## config.mk

```make
export PLATFORM = sky130hd
export DESIGN_NAME = ch_req_buffer
export DESIGN_NICKNAME = d
export VERILOG_FILES = /design/src/hdl/xbar_pkg.sv /design/src/hdl/ch_entry_store.sv /design/src/hdl/ch_bank_lane.sv /design/src/hdl/ch_retire_ctrl.sv /design/src/hdl/ch_req_buffer.sv
export SDC_FILE = /design/constraint.sdc
export NUM_CORES = 1
export LEC_CHECK = 0
export BUFFER_PORTS_ARGS = -buffer_cell sky130_fd_sc_hd__buf_2
export CAP_MARGIN = 15
export CORE_MARGIN = 1.5
export CORE_UTILIZATION = 30
export DETAILED_ROUTE_END_ITERATION = 16
export PLACE_DENSITY_LB_ADDON = 0.12
export RECOVER_POWER = 25
export SLEW_MARGIN = 20
export SYNTH_ARGS = -nofsm -noshare
export SYNTH_HDL_FRONTEND = slang
export SYNTH_SLANG_ARGS = --single-unit
export TNS_END_PERCENT = 1
```

## constraint.sdc

```tcl
create_clock -name clk_i -period 7.4 [get_ports clk_i]
set_input_delay 1.48 -clock clk_i [delete_from_list [all_inputs] [get_ports clk_i]]
set_output_delay 1.48 -clock clk_i [all_outputs]
set_load 0.02 [all_outputs]
```

## src/hdl/xbar_pkg.sv

```systemverilog
package xbar_pkg;

  //------------------------------------------------------------
  // channel buffer geometry
  //------------------------------------------------------------
  localparam int NUM_ENTRIES = 5;
  localparam int NUM_BANKS   = 4;
  localparam int ENTRY_ID_W  = 3;   // enough for 0..NUM_ENTRIES-1

  //------------------------------------------------------------
  // request payload
  //------------------------------------------------------------
  localparam int OP_W        = 2;
  localparam int LINE_ADDR_W = 28;  // byte address bits 31..4
  localparam int BANK_SEL_W  = 2;   // address bits 9..8
  localparam int SET_W       = 4;   // address bits 7..4
  localparam int TAG_W       = LINE_ADDR_W - BANK_SEL_W - SET_W;

  typedef logic [ENTRY_ID_W-1:0]  entry_id_t;
  typedef logic [NUM_ENTRIES-1:0] entry_mask_t;  // one bit per entry
  typedef logic [OP_W-1:0]        op_t;
  typedef logic [LINE_ADDR_W-1:0] line_addr_t;

  // same 28 bits, read as a whole or split into fields
  typedef union packed {
    line_addr_t line;
    struct packed {
      logic [TAG_W-1:0]      tag;      // bits 31..10
      logic [BANK_SEL_W-1:0] bank;     // bits 9..8
      logic [SET_W-1:0]      set_idx;  // bits 7..4
    } fld;
  } line_addr_u;

endpackage

```

## src/hdl/ch_entry_store.sv

```systemverilog
`timescale 1ns/10ps

module ch_entry_store (
  input  logic                                              clk_i,
  input  logic                                              rst_i,
  input  logic                                              req_valid_i,
  input  xbar_pkg::op_t                                     req_op_i,
  input  xbar_pkg::line_addr_t                              req_addr_i,
  input  logic                                              ready_i,
  output logic                                              accept_o,
  output logic [xbar_pkg::NUM_BANKS-1:0]                    alloc_o,
  output xbar_pkg::entry_mask_t                             wr_ptr_oh_o,
  output xbar_pkg::op_t        [xbar_pkg::NUM_ENTRIES-1:0]  ent_op_o,
  output xbar_pkg::line_addr_t [xbar_pkg::NUM_ENTRIES-1:0]  ent_addr_o
);

  logic                                               accept;
  xbar_pkg::entry_id_t                                wr_ptr_q;
  xbar_pkg::entry_mask_t                              wr_ptr_oh;
  xbar_pkg::line_addr_u                               req_addr_u;
  logic [xbar_pkg::NUM_BANKS-1:0]                     bank_oh;
  xbar_pkg::op_t        [xbar_pkg::NUM_ENTRIES-1:0]   ent_op_q;
  xbar_pkg::line_addr_t [xbar_pkg::NUM_ENTRIES-1:0]   ent_addr_q;

  //------------------------------------------------------------
  // accept and write pointer
  //------------------------------------------------------------
  assign accept   = req_valid_i & ready_i;
  assign accept_o = accept;

  always_ff @(posedge clk_i or posedge rst_i) begin
    if (rst_i) begin
      wr_ptr_q <= '0;
    end else if (accept) begin
      if (wr_ptr_q == xbar_pkg::entry_id_t'(xbar_pkg::NUM_ENTRIES - 1)) begin
        wr_ptr_q <= '0;  // wrap
      end else begin
        wr_ptr_q <= wr_ptr_q + 1'b1;
      end
    end
  end

  always_comb begin
    for (int i = 0; i < xbar_pkg::NUM_ENTRIES; i++) begin
      wr_ptr_oh[i] = (wr_ptr_q == xbar_pkg::entry_id_t'(i));
    end
  end

  assign wr_ptr_oh_o = wr_ptr_oh;

  //------------------------------------------------------------
  // bank steering from address bits 9..8
  //------------------------------------------------------------
  assign req_addr_u.line = req_addr_i;

  always_comb begin
    bank_oh = '0;
    bank_oh[req_addr_u.fld.bank] = 1'b1;
  end

  assign alloc_o = accept ? bank_oh : '0;  // only in the accept cycle

  //------------------------------------------------------------
  // op / address entry arrays
  //------------------------------------------------------------
  always_ff @(posedge clk_i) begin
    for (int i = 0; i < xbar_pkg::NUM_ENTRIES; i++) begin
      if (accept && wr_ptr_oh[i]) begin
        ent_op_q[i]   <= req_op_i;
        ent_addr_q[i] <= req_addr_u.line;
      end
    end
  end

  assign ent_op_o   = ent_op_q;
  assign ent_addr_o = ent_addr_q;

  // a stalled request keeps its payload until accepted
  a_stall_holds_req : assert property (
    @(posedge clk_i) disable iff (rst_i)
    req_valid_i && !ready_i |=>
      req_valid_i && $stable(req_op_i) && $stable(req_addr_i)
  );

endmodule

```

## src/hdl/ch_bank_lane.sv

```systemverilog
`timescale 1ns/10ps

module ch_bank_lane (
  input  logic                                              clk_i,
  input  logic                                              rst_i,
  input  logic                                              alloc_i,
  input  xbar_pkg::entry_mask_t                             wr_ptr_oh_i,
  input  xbar_pkg::entry_id_t                               rd_ptr_i,
  input  xbar_pkg::op_t        [xbar_pkg::NUM_ENTRIES-1:0]  ent_op_i,
  input  xbar_pkg::line_addr_t [xbar_pkg::NUM_ENTRIES-1:0]  ent_addr_i,
  input  logic                                              gnt_i,
  output logic                                              req_o,
  output xbar_pkg::op_t                                     op_o,
  output xbar_pkg::line_addr_t                              addr_o,
  output logic                                              head_valid_o
);

  xbar_pkg::entry_mask_t valid_q;
  xbar_pkg::entry_mask_t valid_d;
  xbar_pkg::entry_mask_t set_mask;
  xbar_pkg::entry_mask_t clr_mask;
  xbar_pkg::entry_mask_t rd_ptr_oh;
  xbar_pkg::entry_mask_t pick_oh;
  xbar_pkg::entry_id_t   pick_id;

  //------------------------------------------------------------
  // oldest valid entry, scanning up from the read pointer
  //------------------------------------------------------------
  always_comb begin
    int  idx;
    logic found;
    pick_id = '0;
    found   = 1'b0;
    for (int i = 0; i < xbar_pkg::NUM_ENTRIES; i++) begin
      idx = int'(rd_ptr_i) + i;
      if (idx >= xbar_pkg::NUM_ENTRIES) begin
        idx = idx - xbar_pkg::NUM_ENTRIES;  // wrap
      end
      if (!found && valid_q[idx]) begin
        found   = 1'b1;
        pick_id = xbar_pkg::entry_id_t'(idx);
      end
    end
  end

  always_comb begin
    for (int i = 0; i < xbar_pkg::NUM_ENTRIES; i++) begin
      pick_oh[i]   = (pick_id == xbar_pkg::entry_id_t'(i));
      rd_ptr_oh[i] = (rd_ptr_i == xbar_pkg::entry_id_t'(i));
    end
  end

  //------------------------------------------------------------
  // valid array
  //------------------------------------------------------------
  assign set_mask = alloc_i ? wr_ptr_oh_i : '0;
  assign clr_mask = gnt_i ? pick_oh : '0;
  assign valid_d  = (valid_q & ~clr_mask) | set_mask;

  always_ff @(posedge clk_i or posedge rst_i) begin
    if (rst_i) begin
      valid_q <= '0;
    end else begin
      valid_q <= valid_d;
    end
  end

  //------------------------------------------------------------
  // bank outputs
  //------------------------------------------------------------
  assign req_o  = |valid_q;
  assign op_o   = ent_op_i[pick_id];
  assign addr_o = ent_addr_i[pick_id];

  assign head_valid_o = |(valid_q & rd_ptr_oh);  // blocks retirement

  // bank may only grant what is being offered
  a_gnt_needs_req : assert property (
    @(posedge clk_i) disable iff (rst_i)
    gnt_i |-> req_o
  );

endmodule

```

## src/hdl/ch_retire_ctrl.sv

```systemverilog
`timescale 1ns/10ps

module ch_retire_ctrl (
  input  logic                            clk_i,
  input  logic                            rst_i,
  input  logic                            accept_i,
  input  logic [xbar_pkg::NUM_BANKS-1:0]  head_valid_i,
  output xbar_pkg::entry_id_t             rd_ptr_o,
  output logic                            ready_o
);

  xbar_pkg::entry_id_t              rd_ptr_q;
  logic [xbar_pkg::ENTRY_ID_W-1:0]  used_q;
  logic                             retire;

  //------------------------------------------------------------
  // read pointer
  //------------------------------------------------------------
  // head is free once no bank still holds it
  assign retire = (used_q != '0) & ~|head_valid_i;

  always_ff @(posedge clk_i or posedge rst_i) begin
    if (rst_i) begin
      rd_ptr_q <= '0;
    end else if (retire) begin
      if (rd_ptr_q == xbar_pkg::entry_id_t'(xbar_pkg::NUM_ENTRIES - 1)) begin
        rd_ptr_q <= '0;
      end else begin
        rd_ptr_q <= rd_ptr_q + 1'b1;
      end
    end
  end

  //------------------------------------------------------------
  // used-entry count
  //------------------------------------------------------------
  always_ff @(posedge clk_i or posedge rst_i) begin
    if (rst_i) begin
      used_q <= '0;
    end else if (accept_i && !retire) begin
      used_q <= used_q + 1'b1;
    end else if (!accept_i && retire) begin
      used_q <= used_q - 1'b1;
    end
  end

  assign rd_ptr_o = rd_ptr_q;
  assign ready_o  = (used_q < xbar_pkg::NUM_ENTRIES);

  a_count_bounded : assert property (
    @(posedge clk_i) disable iff (rst_i)
    used_q <= xbar_pkg::NUM_ENTRIES
  );

endmodule

```

## src/hdl/ch_req_buffer.sv

```systemverilog
`timescale 1ns/10ps

module ch_req_buffer (
  input  logic                                            clk_i,
  input  logic                                            rst_i,
  input  logic                                            req_valid_i,
  input  xbar_pkg::op_t                                   req_op_i,
  input  xbar_pkg::line_addr_t                            req_addr_i,
  output logic                                            req_ready_o,
  output logic                 [xbar_pkg::NUM_BANKS-1:0]  bank_req_o,
  output xbar_pkg::op_t        [xbar_pkg::NUM_BANKS-1:0]  bank_op_o,
  output xbar_pkg::line_addr_t [xbar_pkg::NUM_BANKS-1:0]  bank_addr_o,
  input  logic                 [xbar_pkg::NUM_BANKS-1:0]  bank_gnt_i
);

  logic                                               accept;
  logic                                               ready;
  logic [xbar_pkg::NUM_BANKS-1:0]                     alloc;
  logic [xbar_pkg::NUM_BANKS-1:0]                     head_valid;
  xbar_pkg::entry_mask_t                              wr_ptr_oh;
  xbar_pkg::entry_id_t                                rd_ptr;
  xbar_pkg::op_t        [xbar_pkg::NUM_ENTRIES-1:0]   ent_op;
  xbar_pkg::line_addr_t [xbar_pkg::NUM_ENTRIES-1:0]   ent_addr;

  ch_entry_store u_store (
    .clk_i       (clk_i),
    .rst_i       (rst_i),
    .req_valid_i (req_valid_i),
    .req_op_i    (req_op_i),
    .req_addr_i  (req_addr_i),
    .ready_i     (ready),
    .accept_o    (accept),
    .alloc_o     (alloc),
    .wr_ptr_oh_o (wr_ptr_oh),
    .ent_op_o    (ent_op),
    .ent_addr_o  (ent_addr)
  );

  //------------------------------------------------------------
  // one lane per bank
  //------------------------------------------------------------
  for (genvar b = 0; b < xbar_pkg::NUM_BANKS; b++) begin : g_lane
    ch_bank_lane u_lane (
      .clk_i        (clk_i),
      .rst_i        (rst_i),
      .alloc_i      (alloc[b]),
      .wr_ptr_oh_i  (wr_ptr_oh),
      .rd_ptr_i     (rd_ptr),
      .ent_op_i     (ent_op),
      .ent_addr_i   (ent_addr),
      .gnt_i        (bank_gnt_i[b]),
      .req_o        (bank_req_o[b]),
      .op_o         (bank_op_o[b]),
      .addr_o       (bank_addr_o[b]),
      .head_valid_o (head_valid[b])
    );
  end

  ch_retire_ctrl u_retire (
    .clk_i        (clk_i),
    .rst_i        (rst_i),
    .accept_i     (accept),
    .head_valid_i (head_valid),
    .rd_ptr_o     (rd_ptr),
    .ready_o      (ready)
  );

  assign req_ready_o = ready;

endmodule

```

==> run_results.csv, run 1 <==
group,metric,value,unit
drt,dr.pass1.iters,5,
layout,syn_to_final_growth,14.3,%
logic_synthesis,ys_async_sr_fraction,0.162,
logic_synthesis,synth_cells,1482,
placed_design,numPortBuffers,161,
setup_path,cp_slowest_cell,"nor2_4",
sta,hold_viol_final,0,
sta,skew,0.0126,ns
clock_tree,root_buffer,"clkbuf_16",
drt,route.detailed.drc,0,
global_route,grt_max_degree,47,
clock_tree,clkSlewWorstSetupHoldPaths,0.07,ns
sta,fin_crit,7.21,ns
sta,slew_headroom,0.358,
min_path,min-delay-path-class,"reg -> reg",
die,core-area,46800,µm²
clock_tree,clkLatencyLatePin,0.47,ns
drt,vias_per_cell,6.20,
sta,clock.fmax,139,MHz
logic_synthesis,synth-seq-cells,179,
setup_path,path_class,"reg -> out",
die,dieWidth,221,µm
sta,rsz0062_at_grt,"no",
setup_path,path_max_fanout,27,
logic_synthesis,ys.flop_type,"edfxtp_1",
global_route,grt_overflow_total,0,
logic_synthesis,synth_area_leaders,"edfxtp_1 32%, mux2i_1 9.7%, a211oi_1 8.6%",
logic_synthesis,syn_avg_cell_area,9.65,µm²
placed_design,place.gp.congestion,0.939,
setup_path,cp-end-kind,"primary output",
drt,wl_per_cell,28.4,µm
die,rows,79,
sta,tightest_slew,0.956,ns
drt,vias,13600,
setup_path,cp.required,5.92,ns
layout,n_antenna_cell,0,
sta,setup_viol,0,
sta,period_share,0.974,
clock_tree,h-tree-depth,4,
sta,setup-tns-final,0,ns
die,dieArea,49000,µm²
clock_tree,cts_sinks,179,
drt,routed_wl,62.5,mm
status,status,"finished, final reports clean",
setup_path,startpoint_type,"flip-flop",
logic_synthesis,yosysTopAreaCell,"edfxtp_1",
logic_synthesis,netlist_area,14300,µm²
placed_design,dp_hpwl,41.0,mm
setup_path,crit_top_cell,"buf_4",
die,start_util,0.306,
logic_synthesis,yosys_warnings,0,
logic_synthesis,synth_top_area_share,0.315,
layout,drive_gt1_frac,0.192,
drt,drtIter0Drc,1563,
logic_synthesis,synth-edff-count,150,
die,die_y,221,µm
clock_tree,ctsHoldBuffers,0,
global_route,antenna_found_initial,1,
global_route,first_global_vias,13500,
job,drv_cap,0,
setup_path,cp_slowest_stage_delay,0.70,ns
clock_tree,cts_made_buffers,17,
global_route,gr-usage-all-layers,0.252,
clock_tree,tritoncts,"built",
global_route,grt_pass1_wl,92.4,mm
setup_path,path_cells,"buf_4 > ha_1 > nor2b_1 > or2_1 > mux4_2 > o41a_1 > o221ai_1 > a21o_1 > a2bb2oi_1 > buf_4 > nor2_4 > buf_4 > a221oi_1 > buf_2",
clock_tree,clk_path_buf_depth,2,
logic_synthesis,seq_area_frac_synth,0.366,
logic_synthesis,synthDistinctLibCells,98,
sta,maxSlewViolCount,0,
drt,ant_nets,0,
setup_path,worstPathArrival,5.73,ns
die,num_io_pins,162,
layout,final_nets,1637,
logic_synthesis,syn-num-nets,1540,
[final timing paths]
check                                                  from                                     to  slack (ns)  depth (start not counted)
max                        u_retire.rd_ptr_o[1]$_DFFE_PP0P_                        bank_addr_o[15]        0.19                         14
min                          u_retire.used_q[2]$_DFFE_PP0P_         u_retire.used_q[2]$_DFFE_PP0P_        0.50                          1
max reg2reg                u_retire.rd_ptr_o[1]$_DFFE_PP0P_  g_lane[3].u_lane.valid_q[1]$_DFF_PP0_        2.56                         12
min reg2reg                  u_retire.used_q[2]$_DFFE_PP0P_         u_retire.used_q[2]$_DFFE_PP0P_        0.50                          1
max in group asynchronous                             rst_i  g_lane[0].u_lane.valid_q[3]$_DFF_PP0_        6.03                          3
min in group asynchronous                             rst_i        u_store.wr_ptr_q[2]$_DFFE_PP0P_        1.08                          3
[layer usage]
layer	GRT usage	wire, µm	vias to the layer above
met5	0	17	-
li1	-	-	6032
met2	0.394	28700	646
met4	0.0892	1640	2
met1	0.348	27800	6837
met3	0.0426	4270	117
[layout by cell type (no fill, tap or decap), types with 7 or more instances in the layout]
cell       count
a31oi_1        7
a21oi_1       28
nand3_1       17
mux4_2         7
and3_1         7
a211oi_2      28
buf_2        136
o31ai_1        9
nor2b_1        8
a21o_1         9
xnor2_1       10
o211ai_1      18
clkbuf_16     17
o21ai_1        7
a2111oi_0     31
nor3_1        13
dfrtp_1       29
nand4_1        7
edfxtp_1     150
nand2b_1       9
inv_1         89
ha_1          19
mux2i_1      139
a211oi_1     164
nor2_1       159
o21ai_0       27
mux2_2         8
nand2_1       54
buf_4         51
and2_1        36
clkbuf_1      28
a221oi_1      92
o22ai_1       11
[cells in the mapped netlist (all sizes together), types with 5 or more instances]
| library cell | count |
|---|---|
| nor3 | 13 |
| a21oi | 30 |
| nor4 | 6 |
| o2bb2ai | 6 |
| mux4 | 7 |
| a21o | 11 |
| a221oi | 93 |
| nor2 | 165 |
| edfxtp | 150 |
| o221ai | 5 |
| a31oi | 9 |
| o211ai | 19 |
| buf | 56 |
| mux2 | 10 |
| nand4 | 7 |
| nand3 | 18 |
| o2111ai | 6 |
| o211a | 6 |
| nor2b | 8 |
| o22ai | 11 |
| or3 | 5 |
| xnor2 | 10 |
| nand2 | 55 |
| o31ai | 12 |
| clkbuf | 83 |
| o41ai | 5 |
| and2 | 37 |
| o21ai | 36 |
| a2111oi | 33 |
| or2 | 5 |
| dfrtp | 29 |
| a211oi | 192 |
| ha | 19 |
| mux2i | 139 |
| inv | 90 |
| a211o | 6 |
| nand2b | 9 |
| and3 | 7 |
[sequential cells by signal (all words and copies together) (netlist names)]
signal                 flops
u_store.wr_ptr_q           3
u_store.ent_addr_o       140
u_retire.rd_ptr_o          3
g_lane.u_lane.valid_q     20
u_retire.used_q            3
u_store.ent_op_o          10
[logic make-up (layout without fill, tap and decap cells)]
logic type,after synthesis,after routing,share of synthesized area
AND/OR/NAND/NOR,357,357,0.120
buffers and inverters,230,339,0.0726
multiplexers,156,156,0.116
adder cells (fa/ha/maj),21,21,0.0194
flip-flops,179,179,0.366
AO/OA/AOI/OAI,526,526,0.297
XOR/XNOR,13,13,0.00849
[per-stage QoR]
step                      area (µm²)  hold WS [ns]   util  setup WS [ns]  cells
after floorplan                14300         0.458      -           1.35   1482
final                          16300         0.498  0.349          0.192   2198
after global placement         15800         0.488  0.339          0.654   2167
after CTS                      16300         0.498  0.350          0.155   2198
after global routing           16300         0.522  0.349        0.00539   2198
after detailed placement       15800         0.483  0.339          0.684   2167
[worst max-delay path: cells and delay by family, from the launching register on]
kind	cells	cell delay, ns
flops	1	0.35
simple gates	3	1.64
mux	1	0.60
compound gates	5	1.10
fa+ha+maj	1	0.39
buf+inv	4	1.14
[timing repair]
item / in CTS / in global routing
buffers inserted: 0 / 0
setup endpoints to repair: 0 / 28
gates resized for setup: 0 / 4
[cell type report]
cell class              instances  area [µm²]
inverters                      91         342
multi-input cells            1073        8250
clock buffers                  20         437
well taps                     607         759
flip-flops and latches        179        5230
fillers                      4755       30400
repair buffers                217        1260
clock inverters                11        66.3
Power of run 1 is left out: the tool's default activity adds up to more than one toggle a clock period on the data nets, which glitch-free logic cannot reach.
==> run 2, diff against run 1 <==
--- a/config.mk
+++ b/config.mk
@@ -10,6 +10,7 @@
 export CORE_MARGIN = 1.5
 export CORE_UTILIZATION = 30
 export DETAILED_ROUTE_END_ITERATION = 16
+export HOLD_SLACK_MARGIN = 0.1
 export PLACE_DENSITY_LB_ADDON = 0.12
 export RECOVER_POWER = 25
 export SLEW_MARGIN = 20
==> constraint.sdc (replaced) <==
create_clock -name clk_i -period 7.4 [get_ports clk_i]
set_input_delay 1.48 -clock clk_i [delete_from_list [all_inputs] [get_ports clk_i]]
set_output_delay 1.48 -clock clk_i [all_outputs]
set_load 0.05 [all_outputs]
==> run_results.csv, run 2 (synthesis results as in run 1) <==
group,metric,value,unit
sta,period_share,0.969,
status,status,"finished, final reports clean",
global_route,grt_max_degree,38,
layout,final_common_cell,"a211oi_1",
die,rows,79,
setup_path,cp-end-kind,"primary output",
die,num_io_pins,162,
die,dieWidth,221,µm
clock_tree,h-tree-depth,4,
global_route,first_global_vias,13700,
min_path,min-delay-path-class,"reg -> reg",
setup_path,timing.rr.start,"u_retire.rd_ptr_o[1]$_DFFE_PP0P_",
drt,routed_wl,63.0,mm
sta,setup_viol,0,
setup_path,cp_slowest_cell,"a211oi_1",
clock_tree,clkSlewWorstSetupHoldPaths,0.07,ns
global_route,grt_overflow_total,0,
sta,hold_viol_final,0,
setup_path,reg2reg_slack,2.48,ns
placed_design,dp_hpwl,40.9,mm
setup_path,path_max_fanout,19,
sta,maxSlewViolCount,0,
drt,ant_nets,0,
setup_path,startpoint_type,"flip-flop",
clock_tree,cts_sinks,179,
placed_design,place_area,16000,µm²
drt,wl_met3,4.65,mm
setup_path,path_cells,"inv_1 > ha_1 > ha_1 > buf_4 > or2_2 > o211ai_1 > mux2i_1 > a221oi_1 > nor4b_2 > nand2_1 > nand2_8 > buf_4 > a221oi_1 > a211oi_1 > buf_2",
layout,fillers,4731,
sta,fin_crit,7.17,ns
placed_design,dp_slack,0.644,ns
die,start_util,0.306,
placed_design,place.gp.congestion,0.955,
setup_path,path_class,"reg -> out",
clock_tree,clkLatencyLatePin,0.50,ns
drt,dr.pass1.iters,5,
min_path,hold_depth,1,
clock_tree,root_buffer,"clkbuf_16",
sta,setup_slack,0.230,ns
sta,tightest_slew,0.970,ns
drt,wl_met1,27.7,mm
clock_tree,clk_path_buf_depth,2,
job,drv_cap,0,
layout,largest_reg_flops,140,
layout,final_nets,1647,
clock_tree,cts_made_buffers,17,
drt,wl_per_cell,28.5,µm
global_route,grt_pass1_wl,91.7,mm
die,core-area,46800,µm²
drt,drtIter0Drc,1426,
sta,rsz0062_at_grt,"no",
setup_path,cp.required,5.92,ns
clock_tree,tritoncts,"built",
setup_path,worstPathArrival,5.69,ns
layout,final_cell_mix,"164 x a211oi_1, 159 x nor2_1, 150 x edfxtp_1",
sta,skew,0.0180,ns
drt,route.detailed.drc,0,
drt,wl_met2,28.3,mm
sta,clock.fmax,139,MHz
setup_path,timing.rr.end,"g_lane[0].u_lane.valid_q[0]$_DFF_PP0_",
die,dieArea,49000,µm²
layout,drive_gt1_frac,0.200,
min_path,hp-start,"u_retire.used_q[2]$_DFFE_PP0P_",
sta,slew_headroom,0.349,
setup_path,r2r_cells,13,
drt,vias,13700,
layout,syn_to_final_growth,16.3,%
placed_design,numPortBuffers,161,
layout,design_area,16600,µm²
global_route,antenna_found_initial,1,
min_path,hold_end,"u_retire.used_q[2]$_DFFE_PP0P_",
die,die_y,221,µm
sta,setup-tns-final,0,ns
drt,top_layer_used,"met5",
layout,n_antenna_cell,0,
setup_path,cp_slowest_stage_delay,0.47,ns
global_route,gr-usage-all-layers,0.252,
drt,vias_per_cell,6.21,
-- run 2: cell count changes in the layout (fill, tap and decap cells not counted), sizes merged, moves of 3 or more --
cell | previous run | this run
clkbuf | 45 | 42
bufinv | 0 | 3
clkinvlp | 3 | 0
buf | 192 | 201
inv | 90 | 95
-- run 2: worst max path at each step --
stage / from / to / slack, ns / depth (start not counted)
after detailed placement: u_retire.rd_ptr_o[1]$_DFFE_PP0P_ / bank_addr_o[19] / 0.64 / 14
final: u_retire.rd_ptr_o[1]$_DFFE_PP0P_ / bank_addr_o[71] / 0.23 / 15
after floorplan: u_retire.rd_ptr_o[0]$_DFFE_PP0P_ / bank_addr_o[50] / 0.71 / 16
after global routing: u_retire.rd_ptr_o[1]$_DFFE_PP0P_ / bank_addr_o[71] / 0.007 / 15
after global placement: u_retire.rd_ptr_o[1]$_DFFE_PP0P_ / bank_addr_o[19] / 0.55 / 14
after CTS: u_retire.rd_ptr_o[1]$_DFFE_PP0P_ / bank_addr_o[19] / 0.07 / 14
-- run 2: metal layers --
layer,track usage,vias to the layer above
met5,0,-
met1,0.340,6817
met2,0.389,684
li1,-,6062
met3,0.0566,157
met4,0.106,2
-- run 2: area by class of cell --
cell class              instances  area [µm²]  area share
multi-input cells            1074        8260       0.497
flip-flops and latches        179        5230       0.315
repair buffers                226        1440      0.0865
well taps                     607         759      0.0457
clock buffers                  17         425      0.0256
inverters                      91         342      0.0205
clock inverters                15         176      0.0106
-- run 2: repair_timing --
action	CTS	global route
hold buffers	0	0
gates resized for setup	0	6
setup endpoints to repair	0	54
setup buffers	0	3
-- run 2: stage by stage --
step / cells / utilization / hold slack (ns)
6_report: 2209 / 0.356 / 0.498
5_1_grt: 2209 / 0.356 / 0.526
4_1_cts: 2205 / 0.355 / 0.497
3_5_place_dp: 2173 / 0.342 / 0.482
3_3_place_gp: 2172 / 0.342 / 0.485
2_1_floorplan: 1482 / - / 0.458
-- run 2: critical path, delay by kind of cell, from the launching register on --
kind                     cells  cell delay [ns]
AO/OA/AOI/OAI                4             1.38
adder cells (fa/ha/maj)      2             0.60
buffers and inverters        4             1.21
flip-flops                   1             0.38
multiplexers                 1             0.20
AND/OR/NAND/NOR              4             1.38
Power of run 2 is left out for the same reason.
==> run 3, diff against run 2 <==
--- a/config.mk
+++ b/config.mk
@@ -12,7 +12,7 @@
 export DETAILED_ROUTE_END_ITERATION = 16
 export HOLD_SLACK_MARGIN = 0.1
 export PLACE_DENSITY_LB_ADDON = 0.12
-export RECOVER_POWER = 25
+export RECOVER_POWER = 50
 export SLEW_MARGIN = 20
 export SYNTH_ARGS = -nofsm -noshare
 export SYNTH_HDL_FRONTEND = slang
==> run_results.csv, run 3 (synthesis results as in run 1) <==
group,metric,value,unit
placed_design,place_area,16000,µm²
global_route,grt_max_degree,38,
sta,rsz0062_at_grt,"no",
status,status,"finished, violations left",
global_route,grt_pass1_wl,91.7,mm
setup_path,startpoint_type,"flip-flop",
setup_path,cp-end-kind,"primary output",
sta,hold_viol_final,0,
die,dieWidth,221,µm
die,num_io_pins,162,
die,rows,79,
min_path,min-delay-path-class,"reg -> reg",
clock_tree,cts_sinks,179,
min_path,hp-start,"u_retire.used_q[2]$_DFFE_PP0P_",
setup_path,worstPathArrival,5.77,ns
clock_tree,ctsHoldBuffers,0,
die,die_y,221,µm
sta,hold_ws,0.498,ns
placed_design,dp_hpwl,40.9,mm
setup_path,r2r_cells,13,
sta,clock.fmax,138,MHz
drt,wl_per_cell,28.5,µm
placed_design,place.gp.congestion,0.955,
sta,setup_viol,0,
setup_path,reg2reg_slack,2.45,ns
global_route,grt_overflow_total,0,
setup_path,cp.required,5.92,ns
sta,maxSlewViolCount,154,
global_route,grtUsageMet2,0.389,
setup_path,timing.rr.end,"g_lane[0].u_lane.valid_q[0]$_DFF_PP0_",
die,dieArea,49000,µm²
global_route,grt.met1_usage,0.340,
global_route,gr-usage-all-layers,0.252,
global_route,grtUsageMet3,0.0566,
min_path,hold_end,"u_retire.used_q[2]$_DFFE_PP0P_",
global_route,grt-busiest-layer,"met2",
drt,drtIter0Drc,1465,
die,core-area,46800,µm²
status,violations,"capacitance limit, slew limit",
layout,final_cell_mix,"164 x a211oi_1, 159 x nor2_1, 150 x edfxtp_1",
clock_tree,cts_made_buffers,17,
setup_path,path_max_fanout,27,
sta,setup-tns-final,0,ns
drt,routed_wl,62.9,mm
clock_tree,tritoncts,"built",
clock_tree,clkSlewWorstSetupHoldPaths,0.07,ns
layout,final_common_cell,"a211oi_1",
sta,skew,0.0127,ns
drt,dr.pass1.iters,7,
drt,route.detailed.drc,0,
layout,final_nets,1647,
layout,utilization,0.355,
drt,vias,13700,
drt,vias_per_cell,6.20,
clock_tree,root_buffer,"clkbuf_16",
layout,design_area,16600,µm²
clock_tree,clk_path_buf_depth,2,
layout,n_antenna_cell,0,
die,start_util,0.306,
job,drv_cap,5,
sta,slew_headroom,-0.696,
min_path,hold_depth,1,
sta,tightest_slew,2.54,ns
layout,largest_reg_flops,140,
clock_tree,h-tree-depth,4,
placed_design,numPortBuffers,161,
clock_tree,clkLatencyLatePin,0.50,ns
layout,syn_to_final_growth,16.1,%
sta,period_share,0.980,
sta,fin_crit,7.25,ns
setup_path,path_class,"reg -> out",
global_route,antenna_found_initial,1,
drt,ant_nets,0,
setup_path,timing.rr.start,"u_retire.rd_ptr_o[1]$_DFFE_PP0P_",
layout,drive_gt1_frac,0.194,
global_route,first_global_vias,13700,
[run 3: critical path, cell delays in order (launching register included)]
cell and delay (ns):
dfrtp_1 0.35, buf_4 0.33, ha_1 0.41, nor2b_1 0.51
or2_1 0.39, o32ai_1 0.12, mux2_2 0.33, o31ai_2 0.67
nand3_1 0.31, a31oi_4 0.48, buf_4 0.36, a2111oi_0 0.11
a211oi_1 0.68, buf_12 0.22
[run 3: stage by stage]
step	worst slack, ns	std cells
3_3_place_gp	0.554	2172
3_5_place_dp	0.644	2173
5_1_grt	0.00743	2209
6_report	0.148	2209
4_1_cts	0.0691	2205
2_1_floorplan	0.708	1482
[run 3: worst max path at each step]
stage                                                start              end  slack [ns]  depth (start not counted)
after global placement    u_retire.rd_ptr_o[1]$_DFFE_PP0P_  bank_addr_o[19]        0.55                         14
final                     u_retire.rd_ptr_o[1]$_DFFE_PP0P_  bank_addr_o[55]        0.15                         13
after floorplan           u_retire.rd_ptr_o[0]$_DFFE_PP0P_  bank_addr_o[50]        0.71                         16
after CTS                 u_retire.rd_ptr_o[1]$_DFFE_PP0P_  bank_addr_o[19]        0.07                         14
after detailed placement  u_retire.rd_ptr_o[1]$_DFFE_PP0P_  bank_addr_o[19]        0.64                         14
after global routing      u_retire.rd_ptr_o[1]$_DFFE_PP0P_  bank_addr_o[71]       0.007                         15
[run 3: final cells by class]
class                   count  area, µm²
inverters                  91        342
clock buffers              17        425
flip-flops and latches    179       5230
fillers                  4739      30200
clock inverters            15        176
multi-input cells        1074       8260
well taps                 607        759
repair buffers            226       1410
[run 3: layer usage]
metal | routed length [µm] | share of wire
met3 | 4840 | 0.077
met1 | 27600 | 0.44
met5 | 16 | 0.00025
met2 | 28300 | 0.45
met4 | 2100 | 0.033
[run 3: timing repair]
action                                  CTS  global route
resized for setup                         0             6
endpoints found under the setup margin    0            54
buffers inserted                          0             3
Power of run 3 is left out for the same reason.
